File: src/hw/miss_cfg_pkg.sv
// Sizes shared by the miss handler and its testbench
// A line is NLINE_WIDTH + CL_OFFSET_WIDTH address bits, and one beat is one cache access
`default_nettype none

package miss_cfg_pkg;

    // Cache organisation
    localparam int unsigned NUM_BANKS       = 2;
    localparam int unsigned BANK_ID_WIDTH   = 1;
    localparam int unsigned MSHR_ID_WIDTH   = 3;
    localparam int unsigned NLINE_WIDTH     = 26;
    localparam int unsigned CL_OFFSET_WIDTH = 6;

    // Memory interface
    localparam int unsigned MEM_ADDR_WIDTH = NLINE_WIDTH + CL_OFFSET_WIDTH;
    localparam int unsigned MEM_DATA_WIDTH = 64;
    localparam int unsigned MEM_ID_WIDTH   = BANK_ID_WIDTH + MSHR_ID_WIDTH;
    localparam int unsigned MEM_LEN_WIDTH  = 8;

    // Refill sizing, 64-byte line of 64-bit beats
    localparam int unsigned DEFAULT_CL_BEATS        = 8;
    localparam int unsigned WORD_IDX_WIDTH          = 8;
    localparam int unsigned DEFAULT_RESP_FIFO_DEPTH = 2;

endpackage

`default_nettype wire

File: src/hw/miss_types_pkg.sv
// Structs and FSM encodings passed between the miss handler blocks
// The memory ID is always the bank number above the MSHR identifier
`default_nettype none

package miss_types_pkg;

    import miss_cfg_pkg::*;

    typedef enum logic {
        MEM_READ  = 1'b0,
        MEM_WRITE = 1'b1
    } mem_cmd_e;

    typedef struct packed {
        logic [NLINE_WIDTH-1:0]   nline;
        logic [MSHR_ID_WIDTH-1:0] mshr_id;
    } miss_req_t;

    typedef struct packed {
        logic [MEM_ADDR_WIDTH-1:0] addr;
        // Number of beats minus one
        logic [MEM_LEN_WIDTH-1:0]  len;
        logic [MEM_ID_WIDTH-1:0]   id;
        mem_cmd_e                  cmd;
    } mem_req_t;

    typedef struct packed {
        logic [MEM_DATA_WIDTH-1:0] data;
        logic [MEM_ID_WIDTH-1:0]   id;
        logic                      error;
        logic                      last;
    } mem_resp_t;

    typedef struct packed {
        logic [MEM_ID_WIDTH-1:0] id;
        logic                    error;
    } resp_meta_t;

    typedef struct packed {
        logic [MEM_DATA_WIDTH-1:0] data;
        logic [WORD_IDX_WIDTH-1:0] word_idx;
    } refill_wr_t;

    typedef enum logic {
        SND_IDLE = 1'b0,
        SND_SEND = 1'b1
    } send_state_e;

    typedef enum logic {
        RFL_IDLE  = 1'b0,
        RFL_WRITE = 1'b1
    } refill_state_e;

endpackage

`default_nettype wire

File: src/hw/miss_fifo.sv
// Register FIFO, the writer must respect wok_o and the reader rok_o
// With FeedThrough a full FIFO accepts a write in the cycle it is popped
`timescale 1ns/1ps
`default_nettype none

module miss_fifo #(
    parameter int unsigned Depth       = 2,
    parameter bit          FeedThrough = 1'b0,
    parameter type         data_t      = logic
) (
    input  wire logic clk_i,
    input  wire logic rst_ni,
    input  wire logic w_i,
    output logic      wok_o,
    input  data_t     wdata_i,
    input  wire logic r_i,
    output logic      rok_o,
    output data_t     rdata_o
);

    localparam int unsigned PtrWidth = (Depth > 1) ? $clog2(Depth) : 1;
    localparam int unsigned CntWidth = $clog2(Depth + 1);

    data_t               mem_q [Depth];
    logic [PtrWidth-1:0] wptr_q, rptr_q;
    logic [CntWidth-1:0] cnt_q;
    logic                full;

    assign full    = (cnt_q == CntWidth'(Depth));
    assign rok_o   = (cnt_q != '0);
    assign wok_o   = !full || (FeedThrough && r_i);
    assign rdata_o = mem_q[rptr_q];

    always_ff @(posedge clk_i or negedge rst_ni) begin
        if (!rst_ni) begin
            wptr_q <= '0;
            rptr_q <= '0;
            cnt_q  <= '0;
        end else begin
            if (w_i) begin
                wptr_q <= (wptr_q == PtrWidth'(Depth - 1)) ? '0 : wptr_q + 1'b1;
            end
            if (r_i) begin
                rptr_q <= (rptr_q == PtrWidth'(Depth - 1)) ? '0 : rptr_q + 1'b1;
            end
            case ({w_i, r_i})
                2'b10:   cnt_q <= cnt_q + 1'b1;
                2'b01:   cnt_q <= cnt_q - 1'b1;
                default: cnt_q <= cnt_q;
            endcase
        end
    end

    always_ff @(posedge clk_i) begin
        if (w_i) begin
            mem_q[wptr_q] <= wdata_i;
        end
    end

    a_no_overflow: assert property (@(posedge clk_i) disable iff (!rst_ni)
        w_i |-> wok_o)
        else $error("write into a full FIFO");

    a_no_underflow: assert property (@(posedge clk_i) disable iff (!rst_ni)
        r_i |-> rok_o)
        else $error("read from an empty FIFO");

endmodule

`default_nettype wire

File: src/hw/refill_buffer.sv
// Holds up to RespFifoDepth complete responses, beats and per-line metadata apart
// Metadata is written with the last beat, so meta_rok_o means the whole line is here
`timescale 1ns/1ps
`default_nettype none

module refill_buffer
    import miss_cfg_pkg::*;
    import miss_types_pkg::*;
#(
    parameter int unsigned ClBeats       = DEFAULT_CL_BEATS,
    parameter int unsigned RespFifoDepth = DEFAULT_RESP_FIFO_DEPTH
) (
    input  wire logic                 clk_i,
    input  wire logic                 rst_ni,
    input  wire logic                 mem_resp_valid_i,
    output logic                      mem_resp_ready_o,
    input  mem_resp_t                 mem_resp_i,
    output logic                      meta_rok_o,
    output resp_meta_t                meta_o,
    input  wire logic                 pop_meta_i,
    output logic [MEM_DATA_WIDTH-1:0] data_o,
    input  wire logic                 pop_data_i
);

    logic       data_w, data_wok, data_rok;
    logic       meta_w, meta_wok;
    resp_meta_t meta_wdata;

    // The last beat needs room in both FIFOs
    assign mem_resp_ready_o = data_wok && (meta_wok || !mem_resp_i.last);
    assign data_w           = mem_resp_valid_i && mem_resp_ready_o;
    assign meta_w           = data_w && mem_resp_i.last;

    assign meta_wdata.id    = mem_resp_i.id;
    assign meta_wdata.error = mem_resp_i.error;

    miss_fifo #(
        .Depth       (RespFifoDepth),
        .FeedThrough (1'b0),
        .data_t      (resp_meta_t)
    ) meta_fifo_i (
        .clk_i   (clk_i),
        .rst_ni  (rst_ni),
        .w_i     (meta_w),
        .wok_o   (meta_wok),
        .wdata_i (meta_wdata),
        .r_i     (pop_meta_i),
        .rok_o   (meta_rok_o),
        .rdata_o (meta_o)
    );

    miss_fifo #(
        .Depth       (ClBeats * RespFifoDepth),
        .FeedThrough (1'b0),
        .data_t      (logic [MEM_DATA_WIDTH-1:0])
    ) data_fifo_i (
        .clk_i   (clk_i),
        .rst_ni  (rst_ni),
        .w_i     (data_w),
        .wok_o   (data_wok),
        .wdata_i (mem_resp_i.data),
        .r_i     (pop_data_i),
        .rok_o   (data_rok),
        .rdata_o (data_o)
    );

    // Beats of a line stay queued until the refill has consumed them
    a_meta_has_data: assert property (@(posedge clk_i) disable iff (!rst_ni)
        meta_rok_o && !pop_meta_i |-> data_rok)
        else $error("line metadata buffered without its data");

endmodule

`default_nettype wire

File: config.mk
export PLATFORM = sky130hd
export DESIGN_NAME = refill_buffer
export DESIGN_NICKNAME = d
export VERILOG_FILES = /design/src/hw/miss_cfg_pkg.sv /design/src/hw/miss_types_pkg.sv /design/src/hw/miss_fifo.sv /design/src/hw/refill_buffer.sv
export SDC_FILE = /design/constraint.sdc
export NUM_CORES = 1
export LEC_CHECK = 0
export BUFFER_PORTS_ARGS = -buffer_cell sky130_fd_sc_hd__buf_2
export CORE_MARGIN = 1
export CORE_UTILIZATION = 25
export DETAILED_ROUTE_END_ITERATION = 8
export PLACE_DENSITY = 0.38
export SLEW_MARGIN = 20
export SYNTH_ARGS = -nofsm -noshare
export SYNTH_HDL_FRONTEND = slang
export SYNTH_SLANG_ARGS = --single-unit
File: constraint.sdc
create_clock -name clk_i -period 10.8 [get_ports clk_i]
set_input_delay 1.62 -clock clk_i [delete_from_list [all_inputs] [get_ports clk_i]]
set_output_delay 1.62 -clock clk_i [all_outputs]
set_load 0.05 [all_outputs]
==> impl_metrics.yaml <==
yosys:
  synth_flop_cell: "edfxtp_1"
  synth_area_sq_um: 39600
  synth_edf_count: 1034
  synth.distinct_cells: 34
  synth_compound_area_frac: 0.0272
  syn_nets: 1775
  synthAdderAreaFrac: 0.00284
  synth-xor-area-share: 0.00310
  synth_top_family_by_area: "multiplexers"
  avgSynthCellArea_sq_um: 23.4
  ys_warn_count: 0
  yosys.area_share.simple: 0.0121
  postSynthCellCount: 1691
  synth_seq_area_share: 0.795
  synthMuxAreaShare: 0.148
  synthArstFlopShare: 0.0162
  synth_seq_cells: 1051
floorplanning:
  core_region_area_sq_um: 157000
  die_y_um: 400
  start_util: 0.253
  io_pins: 146
  rows: 145
  die_x_um: 400
  die_area_sq_um: 160000
critical_path:
  required_ps: 9180
  crit_fanout: 36
  criticalPathCategory: "flop to output pin"
  worstPathArrival_ps: 4460
  end_kind: "output pin"
  worstSetupStartpointType: "flop"
clock_tree:
  cts.sinks: 1051
  cts_made_buffers: 115
  root_buffer: "clkbuf_16"
  hold_buffers: 0
  clkTransAtPathRegs_ps: 60
  cts_buffer_depth: 3
  post_cts_buffers: 0
  cts_tree: "done"
  htree_levels: 3
  insertion_delay_ps: 740
  cts_resized: 0
drt:
  wl_mm: 105
  avgRoutedWirePerCell_um: 25.8
  drt_iter0_drc: 1205
  vias: 18200
  ant_nets: 0
  firstDrtPassIters: 5
  drc: 0
  via_per_inst: 4.50
finish:
  layout_common_cells: "1034 x edfxtp_1, 256 x mux4_2, 145 x buf_2"
  nets: 1994
  drive_gt1_frac: 0.322
  instances_no_fill: 4057
  layout_commonest_cell: "edfxtp_1"
  post-route-util: 0.298
  area_growth_pct: 18.0
timing:
  fmax_mhz: 164
  rsz0062_at_grt: "no"
  slew_violations: 0
  setup_viol: 0
  fin_crit_sh: 0.563
  worst_clock_skew_ps: 30.8
  fin_crit_ps: 6080
  relSlewSlack: 0.314
  worst_slew_pin_slew_ps: 1030
  tns_ps: 0
  hold_viol: 0
grt:
  grt_usage: 0.132
  grt_pass1_vias: 20000
  grt_start_max_net_pins: 113
  gr-total-overflow: 0
  antenna_found_initial: 20
  grt_pass1_wl_mm: 150
power_and_ir_drop:
  power_switching_w: 0.00424
  p_int_w: 0.00829
  p_seq_frac: 0.403
  power_frac_clock: 0.314
  power_per_cell_area_nw_per_um2: 268
  p_leak_nw: 14.6
  peakVddDrop_v: 0.000152
  combPwrFrac: 0.283
  swShare: 0.338
run_status:
  status: "finished, final reports clean"
place:
  gp_congestion: 0.676
  port_buffers: 145
  place_hpwl_mm: 52.7
  place_inst: 3851
min_path:
  hold_path.class: "flop to flop"
job:
  cap_viol_max_count: 0
worst max-delay path: stages (launching register included):
cell	delay, ps
dfrtp_4	910
buf_4	750
buf_4	710
mux4_2	590
a22oi_1	230
nand2_1	210
buf_2	270
sequential cells by signal (all words and copies together) (netlist names):
register,count
data_fifo_i.mem_q,1024
meta_fifo_i.mem_q,10
data_fifo_i.cnt_q,5
data_fifo_i.rptr_q,4
data_fifo_i.wptr_q,4
meta_fifo_i.cnt_q,2
meta_fifo_i.rptr_q,1
meta_fifo_i.wptr_q,1
layer usage:
metal / up-vias / global-route usage / share of wire
met1: 10000 / 0.174 / 0.44
met2: 348 / 0.221 / 0.49
met5: - / 0 / 0.00067
met3: 181 / 0.0257 / 0.040
li1: 7682 / - / -
met4: 14 / 0.0350 / 0.023
power by group through the flow:
stage | clock network [W] | registers [W] | logic [W]
after floorplan | 0 | 0.00506 | 0.00249
after global placement | 0 | 0.00513 | 0.00368
after detailed placement | 0 | 0.00515 | 0.00369
after CTS | 0.00405 | 0.00506 | 0.00369
after global routing | 0.00418 | 0.00509 | 0.00381
final | 0.00393 | 0.00505 | 0.00355
synth_stat cells, types with 6 or more instances:
| cell | number | area share |
|---|---|---|
| edfxtp_1 | 1034 | 0.78 |
| mux4_2 | 256 | 0.15 |
| a22oi_1 | 128 | 0.024 |
| nand2_1 | 69 | 0.0065 |
| clkbuf_1 | 36 | 0.0034 |
| buf_1 | 21 | 0.0020 |
| buf_4 | 19 | 0.0036 |
| dfrtp_1 | 17 | 0.011 |
| nor2_1 | 17 | 0.0016 |
| buf_2 | 13 | 0.0016 |
| ha_1 | 9 | 0.0028 |
| mux2_2 | 8 | 0.0023 |
| xor2_1 | 8 | 0.0018 |
| a21oi_1 | 6 | 0.00076 |
| nand3_1 | 6 | 0.00076 |
| xnor2_1 | 6 | 0.0013 |
through the flow:
stage	worst slack, ps	total power [W]	hold WS, ps	instance area, sq um
final	4720	0.0125	504	46700
after global placement	5270	0.00881	471	43000
after floorplan	2730	0.00755	447	39600
after CTS	4460	0.0128	501	46700
after global routing	4310	0.0131	525	46700
after detailed placement	5300	0.00883	487	43000
cell type report:
class	instances	area, sq um
fillers	15300	110000
well taps	2058	2570
inverters	5	18.8
clock inverters	65	689
flip-flops and latches	1051	31500
clock buffers	140	3040
diodes	1	2.50
multi-input cells	544	7780
repair buffers	193	1110
worst paths after layout:
kind	startpoint	end	slack, ps	cells after the start
worst min register to register	meta_fifo_i.wptr_q$_DFFE_PN0P_	meta_fifo_i.wptr_q$_DFFE_PN0P_	500	1
worst max register to register	data_fifo_i.cnt_q[2]$_DFFE_PN0P_	data_fifo_i.mem_q[7][59]$_DFFE_PP_	7060	6
max in group asynchronous	rst_ni	data_fifo_i.rptr_q[0]$_DFFE_PN0P_	9650	1
worst min-delay path	meta_fifo_i.wptr_q$_DFFE_PN0P_	meta_fifo_i.wptr_q$_DFFE_PN0P_	500	1
min in group asynchronous	rst_ni	meta_fifo_i.rptr_q$_DFFE_PN0P_	810	1
worst max-delay path	data_fifo_i.rptr_q[0]$_DFFE_PN0P_	data_o[52]	4720	6
cell families (layout without fill, tap and decap cells):
family	Yosys count	after routing
buffers and inverters	96	403
AND/OR/NAND/NOR	111	111
other	0	1
XOR/XNOR	14	14
adder cells (fa/ha/maj)	9	9
multiplexers	264	264
flip-flops	1051	1051
AO/OA/AOI/OAI	146	146
No activity file was read; power rests on OpenSTA's default activity.
