<file path="config.mk">
export PLATFORM = sky130hd
export DESIGN_NAME = refill_ctrl
export DESIGN_NICKNAME = d
export VERILOG_FILES = /design/src/hw/miss_cfg_pkg.sv /design/src/hw/miss_types_pkg.sv /design/src/hw/refill_ctrl.sv
export SDC_FILE = /design/constraint.sdc
export NUM_CORES = 1
export LEC_CHECK = 0
export ABC_CLOCK_PERIOD_IN_PS = 5260
export BUFFER_PORTS_ARGS = -buffer_cell sky130_fd_sc_hd__buf_4
export CAP_MARGIN = 15
export CORE_MARGIN = 3
export CORE_UTILIZATION = 32
export DETAILED_ROUTE_END_ITERATION = 8
export PLACE_DENSITY = 0.87
export SYNTH_ARGS = -nofsm -noshare
export SYNTH_HDL_FRONTEND = slang
export SYNTH_SLANG_ARGS = --single-unit
export TNS_END_PERCENT = 1
</file>
<file path="constraint.sdc">
create_clock -name clk_i -period 5.26 [get_ports clk_i]
set_input_delay 1.052 -clock clk_i [delete_from_list [all_inputs] [get_ports clk_i]]
set_output_delay 1.052 -clock clk_i [all_outputs]
set_load 0.01 [all_outputs]
</file>
<file path="src/hw/miss_cfg_pkg.sv">
// Sizes shared by the miss handler and its testbench
// A line is NLINE_WIDTH + CL_OFFSET_WIDTH address bits, and one beat is one cache access
`default_nettype none

package miss_cfg_pkg;

    // Cache organisation
    localparam int unsigned NUM_BANKS       = 2;
    localparam int unsigned BANK_ID_WIDTH   = 1;
    localparam int unsigned MSHR_ID_WIDTH   = 3;
    localparam int unsigned NLINE_WIDTH     = 26;
    localparam int unsigned CL_OFFSET_WIDTH = 6;

    // Memory interface
    localparam int unsigned MEM_ADDR_WIDTH = NLINE_WIDTH + CL_OFFSET_WIDTH;
    localparam int unsigned MEM_DATA_WIDTH = 64;
    localparam int unsigned MEM_ID_WIDTH   = BANK_ID_WIDTH + MSHR_ID_WIDTH;
    localparam int unsigned MEM_LEN_WIDTH  = 8;

    // Refill sizing, 64-byte line of 64-bit beats
    localparam int unsigned DEFAULT_CL_BEATS        = 8;
    localparam int unsigned WORD_IDX_WIDTH          = 8;
    localparam int unsigned DEFAULT_RESP_FIFO_DEPTH = 2;

endpackage

`default_nettype wire

</file>
<file path="src/hw/miss_types_pkg.sv">
// Structs and FSM encodings passed between the miss handler blocks
// The memory ID is always the bank number above the MSHR identifier
`default_nettype none

package miss_types_pkg;

    import miss_cfg_pkg::*;

    typedef enum logic {
        MEM_READ  = 1'b0,
        MEM_WRITE = 1'b1
    } mem_cmd_e;

    typedef struct packed {
        logic [NLINE_WIDTH-1:0]   nline;
        logic [MSHR_ID_WIDTH-1:0] mshr_id;
    } miss_req_t;

    typedef struct packed {
        logic [MEM_ADDR_WIDTH-1:0] addr;
        // Number of beats minus one
        logic [MEM_LEN_WIDTH-1:0]  len;
        logic [MEM_ID_WIDTH-1:0]   id;
        mem_cmd_e                  cmd;
    } mem_req_t;

    typedef struct packed {
        logic [MEM_DATA_WIDTH-1:0] data;
        logic [MEM_ID_WIDTH-1:0]   id;
        logic                      error;
        logic                      last;
    } mem_resp_t;

    typedef struct packed {
        logic [MEM_ID_WIDTH-1:0] id;
        logic                    error;
    } resp_meta_t;

    typedef struct packed {
        logic [MEM_DATA_WIDTH-1:0] data;
        logic [WORD_IDX_WIDTH-1:0] word_idx;
    } refill_wr_t;

    typedef enum logic {
        SND_IDLE = 1'b0,
        SND_SEND = 1'b1
    } send_state_e;

    typedef enum logic {
        RFL_IDLE  = 1'b0,
        RFL_WRITE = 1'b1
    } refill_state_e;

endpackage

`default_nettype wire

</file>
<file path="src/hw/refill_ctrl.sv">
// Refills one buffered line at a time into the bank named by the response ID
// Lines of fewer than two beats are not supported
`timescale 1ns/1ps
`default_nettype none

module refill_ctrl
    import miss_cfg_pkg::*;
    import miss_types_pkg::*;
#(
    parameter int unsigned ClBeats = DEFAULT_CL_BEATS
) (
    input  wire logic                      clk_i,
    input  wire logic                      rst_ni,
    input  wire logic                      meta_rok_i,
    input  resp_meta_t                     meta_i,
    output logic                           pop_meta_o,
    input  wire logic [MEM_DATA_WIDTH-1:0] data_i,
    output logic                           pop_data_o,
    output logic [NUM_BANKS-1:0]           refill_req_valid_o,
    input  wire logic [NUM_BANKS-1:0]      refill_req_ready_i,
    output logic [NUM_BANKS-1:0]           refill_busy_o,
    output logic [NUM_BANKS-1:0]           refill_write_data_o,
    output logic [NUM_BANKS-1:0]           refill_write_dir_o,
    output refill_wr_t                     refill_wr_o,
    output logic                           refill_is_error_o,
    output logic [NUM_BANKS-1:0]           mshr_ack_o,
    output logic [MSHR_ID_WIDTH-1:0]       mshr_ack_id_o
);

    localparam logic [WORD_IDX_WIDTH-1:0] LastWord = WORD_IDX_WIDTH'(ClBeats - 1);

    refill_state_e             state_q, state_d;
    logic [WORD_IDX_WIDTH-1:0] cnt_q, cnt_d;
    logic [BANK_ID_WIDTH-1:0]  bank_id;

    // Upper ID bits select the bank, the rest is the MSHR entry
    assign bank_id           = meta_i.id[MEM_ID_WIDTH-1 -: BANK_ID_WIDTH];
    assign mshr_ack_id_o     = meta_i.id[MSHR_ID_WIDTH-1:0];
    assign refill_is_error_o = meta_i.error;

    assign refill_wr_o.data     = data_i;
    assign refill_wr_o.word_idx = cnt_q;

    always_comb begin
        state_d             = state_q;
        cnt_d               = cnt_q;
        refill_req_valid_o  = '0;
        refill_write_data_o = '0;
        refill_write_dir_o  = '0;
        mshr_ack_o          = '0;
        pop_meta_o          = 1'b0;
        pop_data_o          = 1'b0;
        unique case (state_q)
            RFL_IDLE: begin
                if (meta_rok_i) begin
                    refill_req_valid_o[bank_id] = 1'b1;
                    if (refill_req_ready_i[bank_id]) begin
                        mshr_ack_o[bank_id] = 1'b1;
                        cnt_d               = '0;
                        state_d             = RFL_WRITE;
                    end
                end
            end
            RFL_WRITE: begin
                // Error lines walk the same sequence without strobing data
                refill_write_data_o[bank_id] = !meta_i.error;
                pop_data_o                   = 1'b1;
                cnt_d                        = cnt_q + 1'b1;
                if (cnt_q == LastWord) begin
                    refill_write_dir_o[bank_id] = 1'b1;
                    pop_meta_o                  = 1'b1;
                    state_d                     = RFL_IDLE;
                end
            end
            default: state_d = RFL_IDLE;
        endcase
    end

    always_comb begin
        refill_busy_o = '0;
        if (state_q == RFL_WRITE) begin
            refill_busy_o[bank_id] = 1'b1;
        end
    end

    always_ff @(posedge clk_i or negedge rst_ni) begin
        if (!rst_ni) begin
            state_q <= RFL_IDLE;
            cnt_q   <= '0;
        end else begin
            state_q <= state_d;
            cnt_q   <= cnt_d;
        end
    end

    a_min_beats: assert property (@(posedge clk_i) ClBeats >= 2)
        else $error("a line needs at least two beats");

    // The line stays owned by its metadata entry for the whole write burst
    a_pop_in_write: assert property (@(posedge clk_i) disable iff (!rst_ni)
        pop_data_o |-> state_q == RFL_WRITE && meta_rok_i)
        else $error("refill data popped outside a line write");

endmodule

`default_nettype wire

</file>
==> results by group, run 1 <==
Run status
  • Status: complete, no violations

Worst setup path
  • Critical path startpoint category: flip-flop
  • Peak fanout along the critical path: 8
  • Worst endpoint required time: 4.21 ns
  • Crit path DAT: 1.88 ns
  • CP max stage cell: or4_4
  • Critical Path Max Stage Delay: 0.58 ns
  • Critical path's top delay family: simple AND/OR/NAND/NOR gates
  • Cells along the critical path: or4_4 > nor4b_4 > and2b_1 > buf_4
  • Crit. End Element: output port
  • Crit Path Class: reg -> out
  • CP bufs+invs: 1

Floorplan
  • Initial Utilization: 0.3460
  • Die Ht: 64.16 um
  • CORE AREA: 0.003128 mm2
  • Die Wd: 64.16 um
  • IO Count: 162
  • Die area: 0.004116 mm2
  • Std-Cell Rows: 20

Drt
  • DR pass1 iterations: 3
  • DRC Markers: 0
  • Routed len/inst: 14.64 um
  • Initial drt markers: 13
  • Via/cell ratio: 4.758
  • ANT nets after route: 0
  • Drt total wl: 1815 um
  • Vias: 590

Power and ir drop
  • Peak supply drop: 0.0001423 V
  • Total power: 0.3605 mW
  • Leakage: 0.4313 nW
  • P per Cell Area: 428.7 mW/mm2

Synthesis
  • Ys async rst share: 1.000
  • Ys flop type: dfrtp_1
  • Post-synthesis cell area: 0.001082 mm2
  • Ys Warns: 0
  • Syn nets: 194
  • Sequential area share after synthesis: 0.2081
  • Synthesized area per cell: 9.095 um2
  • Post-synthesis register bit count: 9
  • Post-synth EDFFs: 0
  • Library cells used by synthesis: 28
  • Post-Syn Instances: 119

Finish
  • Diode count: 0
  • Register area: 225.2 um2
  • Area delta synth->final: -22.31%
  • Layout cells sized above 1: 0.4625
  • Multi-input logic area: 331.6 um2
  • Final instance area: 840.8 um2
  • Layout filler cell count: 343
  • Layout net count: 156

Run
  • Max Cap Viol: 0

Timing
  • Tmin final: 2.928 ns
  • Clock Skew: 0.001548 ns
  • Final Hold Vio Count: 0
  • Fmax: 341.5 MHz
  • Relative slew slack: 0.6274
  • Final Cycle Share: 0.5567
  • Max Slew Vio Count: 0
  • Final setup viols: 0
  • Post-Route Setup TNS: 0 ns
  • Unrepaired setup endpoints after global routing: false
  • Worst-margin pin slew: 0.5589 ns

Clock tree
  • Post-cts sizing count: 0
  • Clk_lat worst skew: 0.25 ns
  • Worst-path clk slew: 0.06 ns
  • CTS tree: built
  • CTS max path bufs: 2
  • CTS hold repair buffers: 0
  • Htree depth: 1
  • Setup Fix Bufs, Post-CTS: 0
  • CTS root buffer: clkbuf_4
  • CTS Buf Count: 3
  • Clock Sinks: 9

Global routing
  • Met1 usage: 0.08719
  • First-pass GRT wire length: 3015 um
  • Most used routing layer in global routing: met2
  • Total GRT Usage: 0.08957
  • Overflow after GRT: 0
  • Met3 usage: 0.05975
  • Number of global-route vias before repair: 642
  • Met2 usage in global routing: 0.1394
  • Largest net degree at the start of global routing: 21
  • Initial antenna violation count: 0

Placed design
  • Post-DP HPWL: 1385 um
  • GPL Wtd Cong: 0.7118
  • IO buf count: 27
  • Placed Area: 814.5 um2

Min path
  • Worst hold path type: reg -> reg
[flip-flops by register name, summed over array words and instances, names as in the netlist]
register  cells
cnt_q         8
state_q       1
[through the flow]
step / worst slack [ns] / instances / hold slack [ns] / util
finish: 2.332 / 124 / 0.5810 / 0.2688
global route: 2.221 / 124 / 0.6002 / 0.2688
CTS: 2.303 / 124 / 0.5801 / 0.2688
detailed placement: 2.475 / 120 / 0.5579 / 0.2604
global placement: 2.549 / 120 / 0.5397 / 0.2604
floorplan: 2.578 / 119 / 0.5739 / -
[logic make-up (layout without fill, tap and decap cells)]
logic type,count (synthesis),in the layout,synth area share
buffers and inverters,70,31,0.4855
AO/OA/AOI/OAI,11,11,0.09019
XOR/XNOR,3,3,0.02428
AND/OR/NAND/NOR,23,23,0.1595
adder cells (fa/ha/maj),1,1,0.01156
multiplexers,2,2,0.02081
flip-flops,9,9,0.2081
[routing by layer]
metal / vias up / part of all wire
li1: 251 / -
met1: 282 / 0.35
met2: 45 / 0.48
met3: 12 / 0.15
met4: 0 / 0.020
met5: - / 0
[cell type report]
class	count	area share
multi-input cells	40	0.3943
clock buffers	4	0.03125
well taps	44	0.06548
flip-flops and latches	9	0.2679
repair buffers	27	0.2411
[synthesized netlist by cell type, drive strengths merged (2+ instances only)]
library cell | count | share of area
mux2 | 2 | 0.021
nor4b | 3 | 0.038
nand3 | 2 | 0.0092
a22o | 4 | 0.034
xnor2 | 2 | 0.016
buf | 69 | 0.48
and2 | 4 | 0.023
nand2 | 3 | 0.010
and3b | 2 | 0.016
a211o | 3 | 0.024
o211a | 2 | 0.018
nor3b | 2 | 0.014
dfrtp | 9 | 0.21
[cell usage in the layout, fill, tap and decap left out]
master / synthesis / routed
buf_4: 68 / 27
o211a_1: 2 / 2
a21oi_2: 1 / 1
nor4b_4: 1 / 1
or4_4: 1 / 1
and3_2: 1 / 1
a22o_1: 3 / 3
clkbuf_1: 1 / 1
xor2_1: 1 / 1
nor4bb_1: 1 / 1
nor3b_1: 2 / 2
nor2b_1: 1 / 1
a22o_2: 1 / 1
dfrtp_1: 9 / 9
ha_1: 1 / 1
and3b_1: 2 / 2
nand4_1: 1 / 1
clkbuf_4: 0 / 3
and2_1: 4 / 4
mux2_2: 2 / 2
a31oi_1: 1 / 1
nand2_1: 3 / 3
nand3_1: 2 / 2
nor4b_1: 2 / 2
and2b_1: 1 / 1
xnor2_1: 2 / 2
a211o_1: 3 / 3
nor2_1: 1 / 1
[path summary, 6_finish.rpt]
kind / endpoint / depth (start not counted) / from / slack (ns)
max in group asynchronous: cnt_q[1] / 1 / rst_ni / 4.52
setup / recovery: refill_write_dir_o[0] / 4 / cnt_q[3] / 2.33
hold / removal: cnt_q[1] / 1 / cnt_q[1] / 0.58
hold reg to reg: cnt_q[1] / 1 / cnt_q[1] / 0.58
min in group asynchronous: cnt_q[4] / 1 / rst_ni / 0.60
setup reg to reg: state_q / 3 / cnt_q[3] / 3.71
[power breakdown]
group / switching (mW) / leakage (nW) / internal [mW]
clock network: 0.0245 / 0.0150 / 0.0292
registers: 0.0438 / 0.113 / 0.0925
logic: 0.0709 / 0.304 / 0.0996
Power figures use the tool's default switching activity.
==> inputs of run 2 (changes only) <==
--- a/config.mk
+++ b/config.mk
@@ -5,13 +5,13 @@
 export SDC_FILE = /design/constraint.sdc
 export NUM_CORES = 1
 export LEC_CHECK = 0
-export ABC_CLOCK_PERIOD_IN_PS = 5260
+export ABC_CLOCK_PERIOD_IN_PS = 2500
 export BUFFER_PORTS_ARGS = -buffer_cell sky130_fd_sc_hd__buf_4
 export CAP_MARGIN = 15
 export CORE_MARGIN = 3
-export CORE_UTILIZATION = 32
+export CORE_UTILIZATION = 27
 export DETAILED_ROUTE_END_ITERATION = 8
-export PLACE_DENSITY = 0.87
+export PLACE_DENSITY = 0.78
 export SYNTH_ARGS = -nofsm -noshare
 export SYNTH_HDL_FRONTEND = slang
 export SYNTH_SLANG_ARGS = --single-unit
==> constraint.sdc (replaced) <==
create_clock -name clk_i -period 2.5 [get_ports clk_i]
set_input_delay 0.5 -clock clk_i [delete_from_list [all_inputs] [get_ports clk_i]]
set_output_delay 0.5 -clock clk_i [all_outputs]
set_load 0.01 [all_outputs]
==> run 2 against run 1 <==
Clock power rose to 3.2 times the previous value. Routed wire length up 2.2%. Flip-flop and latch count unchanged. Count of clock-buffer cells in the layout down 1. Via count down 0.85%. Critical endpoint is now refill_write_dir_o[1]. Largest cell class unchanged.
==> results by group, run 2 (synthesis results as in run 1) <==
Run status
  • Status: complete, no violations

Worst setup path
  • Worst endpoint required time: 2.00 ns
  • FF-to-FF Start: cnt_q[3]
  • Crit Path Class: reg -> out
  • Peak fanout along the critical path: 8
  • Critical path startpoint category: flip-flop
  • Crit path DAT: 1.85 ns
  • Setup crit start: cnt_q[3]
  • Crit. End Element: output port

Finish
  • Max FFs per register: 8
  • Layout net count: 157
  • Largest Register: cnt_q
  • Biggest regs: cnt_q: 8 flops, state_q: 1 flops
  • Layout filler cell count: 416
  • Commonest non-fill, non-tap cells in the layout: buf_4, dfrtp_1, and2_1
  • Layout cells sized above 1: 0.4815
  • Commonest non-fill, non-tap cell in the layout: buf_4
  • Area delta synth->final: -19.31%
  • Diode count: 0

Global routing
  • Largest net degree at the start of global routing: 20
  • First-pass GRT wire length: 2960 um
  • Initial antenna violation count: 0
  • Total GRT Usage: 0.07732
  • Overflow after GRT: 0
  • Number of global-route vias before repair: 590

Run
  • Max Cap Viol: 0

Timing
  • Final Hold Vio Count: 0
  • Worst-margin pin slew: 0.4507 ns
  • Unrepaired setup endpoints after global routing: false
  • Final Cycle Share: 0.9412
  • Relative slew slack: 0.6995
  • Final setup viols: 0
  • Tmin final: 2.353 ns
  • Clock Skew: 0.006663 ns
  • Fmax: 425.0 MHz
  • Post-Route Setup TNS: 0 ns
  • Fin Hold WS: 0.07930 ns
  • Max Slew Vio Count: 0

Floorplan
  • CORE AREA: 0.003771 mm2
  • Die Wd: 69.31 um
  • Die Ht: 69.31 um
  • Initial Utilization: 0.2870
  • IO Count: 162
  • Std-Cell Rows: 22
  • Die area: 0.004804 mm2

Drt
  • Initial drt markers: 7
  • Via/cell ratio: 4.535
  • Vias: 585
  • Routed len/inst: 14.38 um
  • DR pass1 iterations: 4
  • ANT nets after route: 0
  • DRC Markers: 0
  • Drt total wl: 1855 um

Power and ir drop
  • Peak supply drop: 0.0003969 V
  • P per Cell Area: 946.7 mW/mm2
  • Leakage: 0.4461 nW

Clock tree
  • Worst-path clk slew: 0.05 ns
  • Post-cts sizing count: 0
  • CTS tree: built
  • Htree depth: 1
  • Clock Sinks: 9
  • Clk_lat worst skew: 0.24 ns
  • CTS Buf Count: 3
  • Setup Fix Bufs, Post-CTS: 0
  • CTS root buffer: clkbuf_8
  • CTS max path bufs: 2
  • CTS hold repair buffers: 0

Min path
  • Worst hold path type: in -> async

Placed design
  • Post-DP HPWL: 1394 um
  • GPL Wtd Cong: 0.7540
  • IO buf count: 27
## run 2: changes by cell type in the layout (fill, tap and decap cells not counted)
cell,before,now
clkbuf_4,3,0
clkbuf_8,0,3
buf_4,27,28
clkbuf_1,1,0
clkinv_2,0,1
## run 2: final timing paths
path | end | slack (ns) | cells after the start
worst min-delay path | state_q | 0.08 | 1
max in group asynchronous | cnt_q[7] | 2.28 | 1
min in group clk_i | cnt_q[1] | 0.56 | 1
worst min register to register | cnt_q[1] | 0.56 | 1
worst max register to register | state_q | 0.97 | 3
worst max-delay path | refill_write_dir_o[1] | 0.15 | 4
## run 2: where the power goes
| part | internal [mW] | switching (mW) |
|---|---|---|
| registers | 0.195 | 0.0755 |
| clock network | 0.109 | 0.0637 |
| logic | 0.215 | 0.168 |
| total | 0.519 | 0.308 |
## run 2: per-stage QoR
step                      area [um2]  setup WS [ns]    util  std cells  total power [mW]
final                          873.3         0.1471  0.2316        129            0.8268
after global routing           873.3        0.03987  0.2316        129            0.8936
after CTS                      873.3         0.1293  0.2316        129            0.8406
after detailed placement       827.0         0.3979  0.2193        125            0.6599
after global placement         827.0         0.4185  0.2193        125            0.6484
after floorplan                 1082         0.4347       -        119            0.6093
## run 2: area by class of cell
cell class / instances / area (um2) / share of cell area
clock buffers: 3 / 41.29 / 0.04728
multi-input cells: 40 / 331.6 / 0.3797
repair buffers: 28 / 210.2 / 0.2407
well taps: 48 / 60.06 / 0.06877
clock inverters: 1 / 5.005 / 0.005731
flip-flops and latches: 9 / 225.2 / 0.2579
## run 2: critical path, cell delays in order, from the launching register on
cell and delay, ns:
dfrtp_1 0.46, or4_4 0.58, nor4b_4 0.29, and2_1 0.17, buf_4 0.12
## run 2: metal layers
layer	up-vias	share of wire	track usage	wire length (um)
met3	16	0.11	0.03623	213
met4	0	0.046	0.08026	86
met2	34	0.48	0.1144	884
met5	-	0	0	0
met1	277	0.36	0.07638	670
li1	258	-	-	-
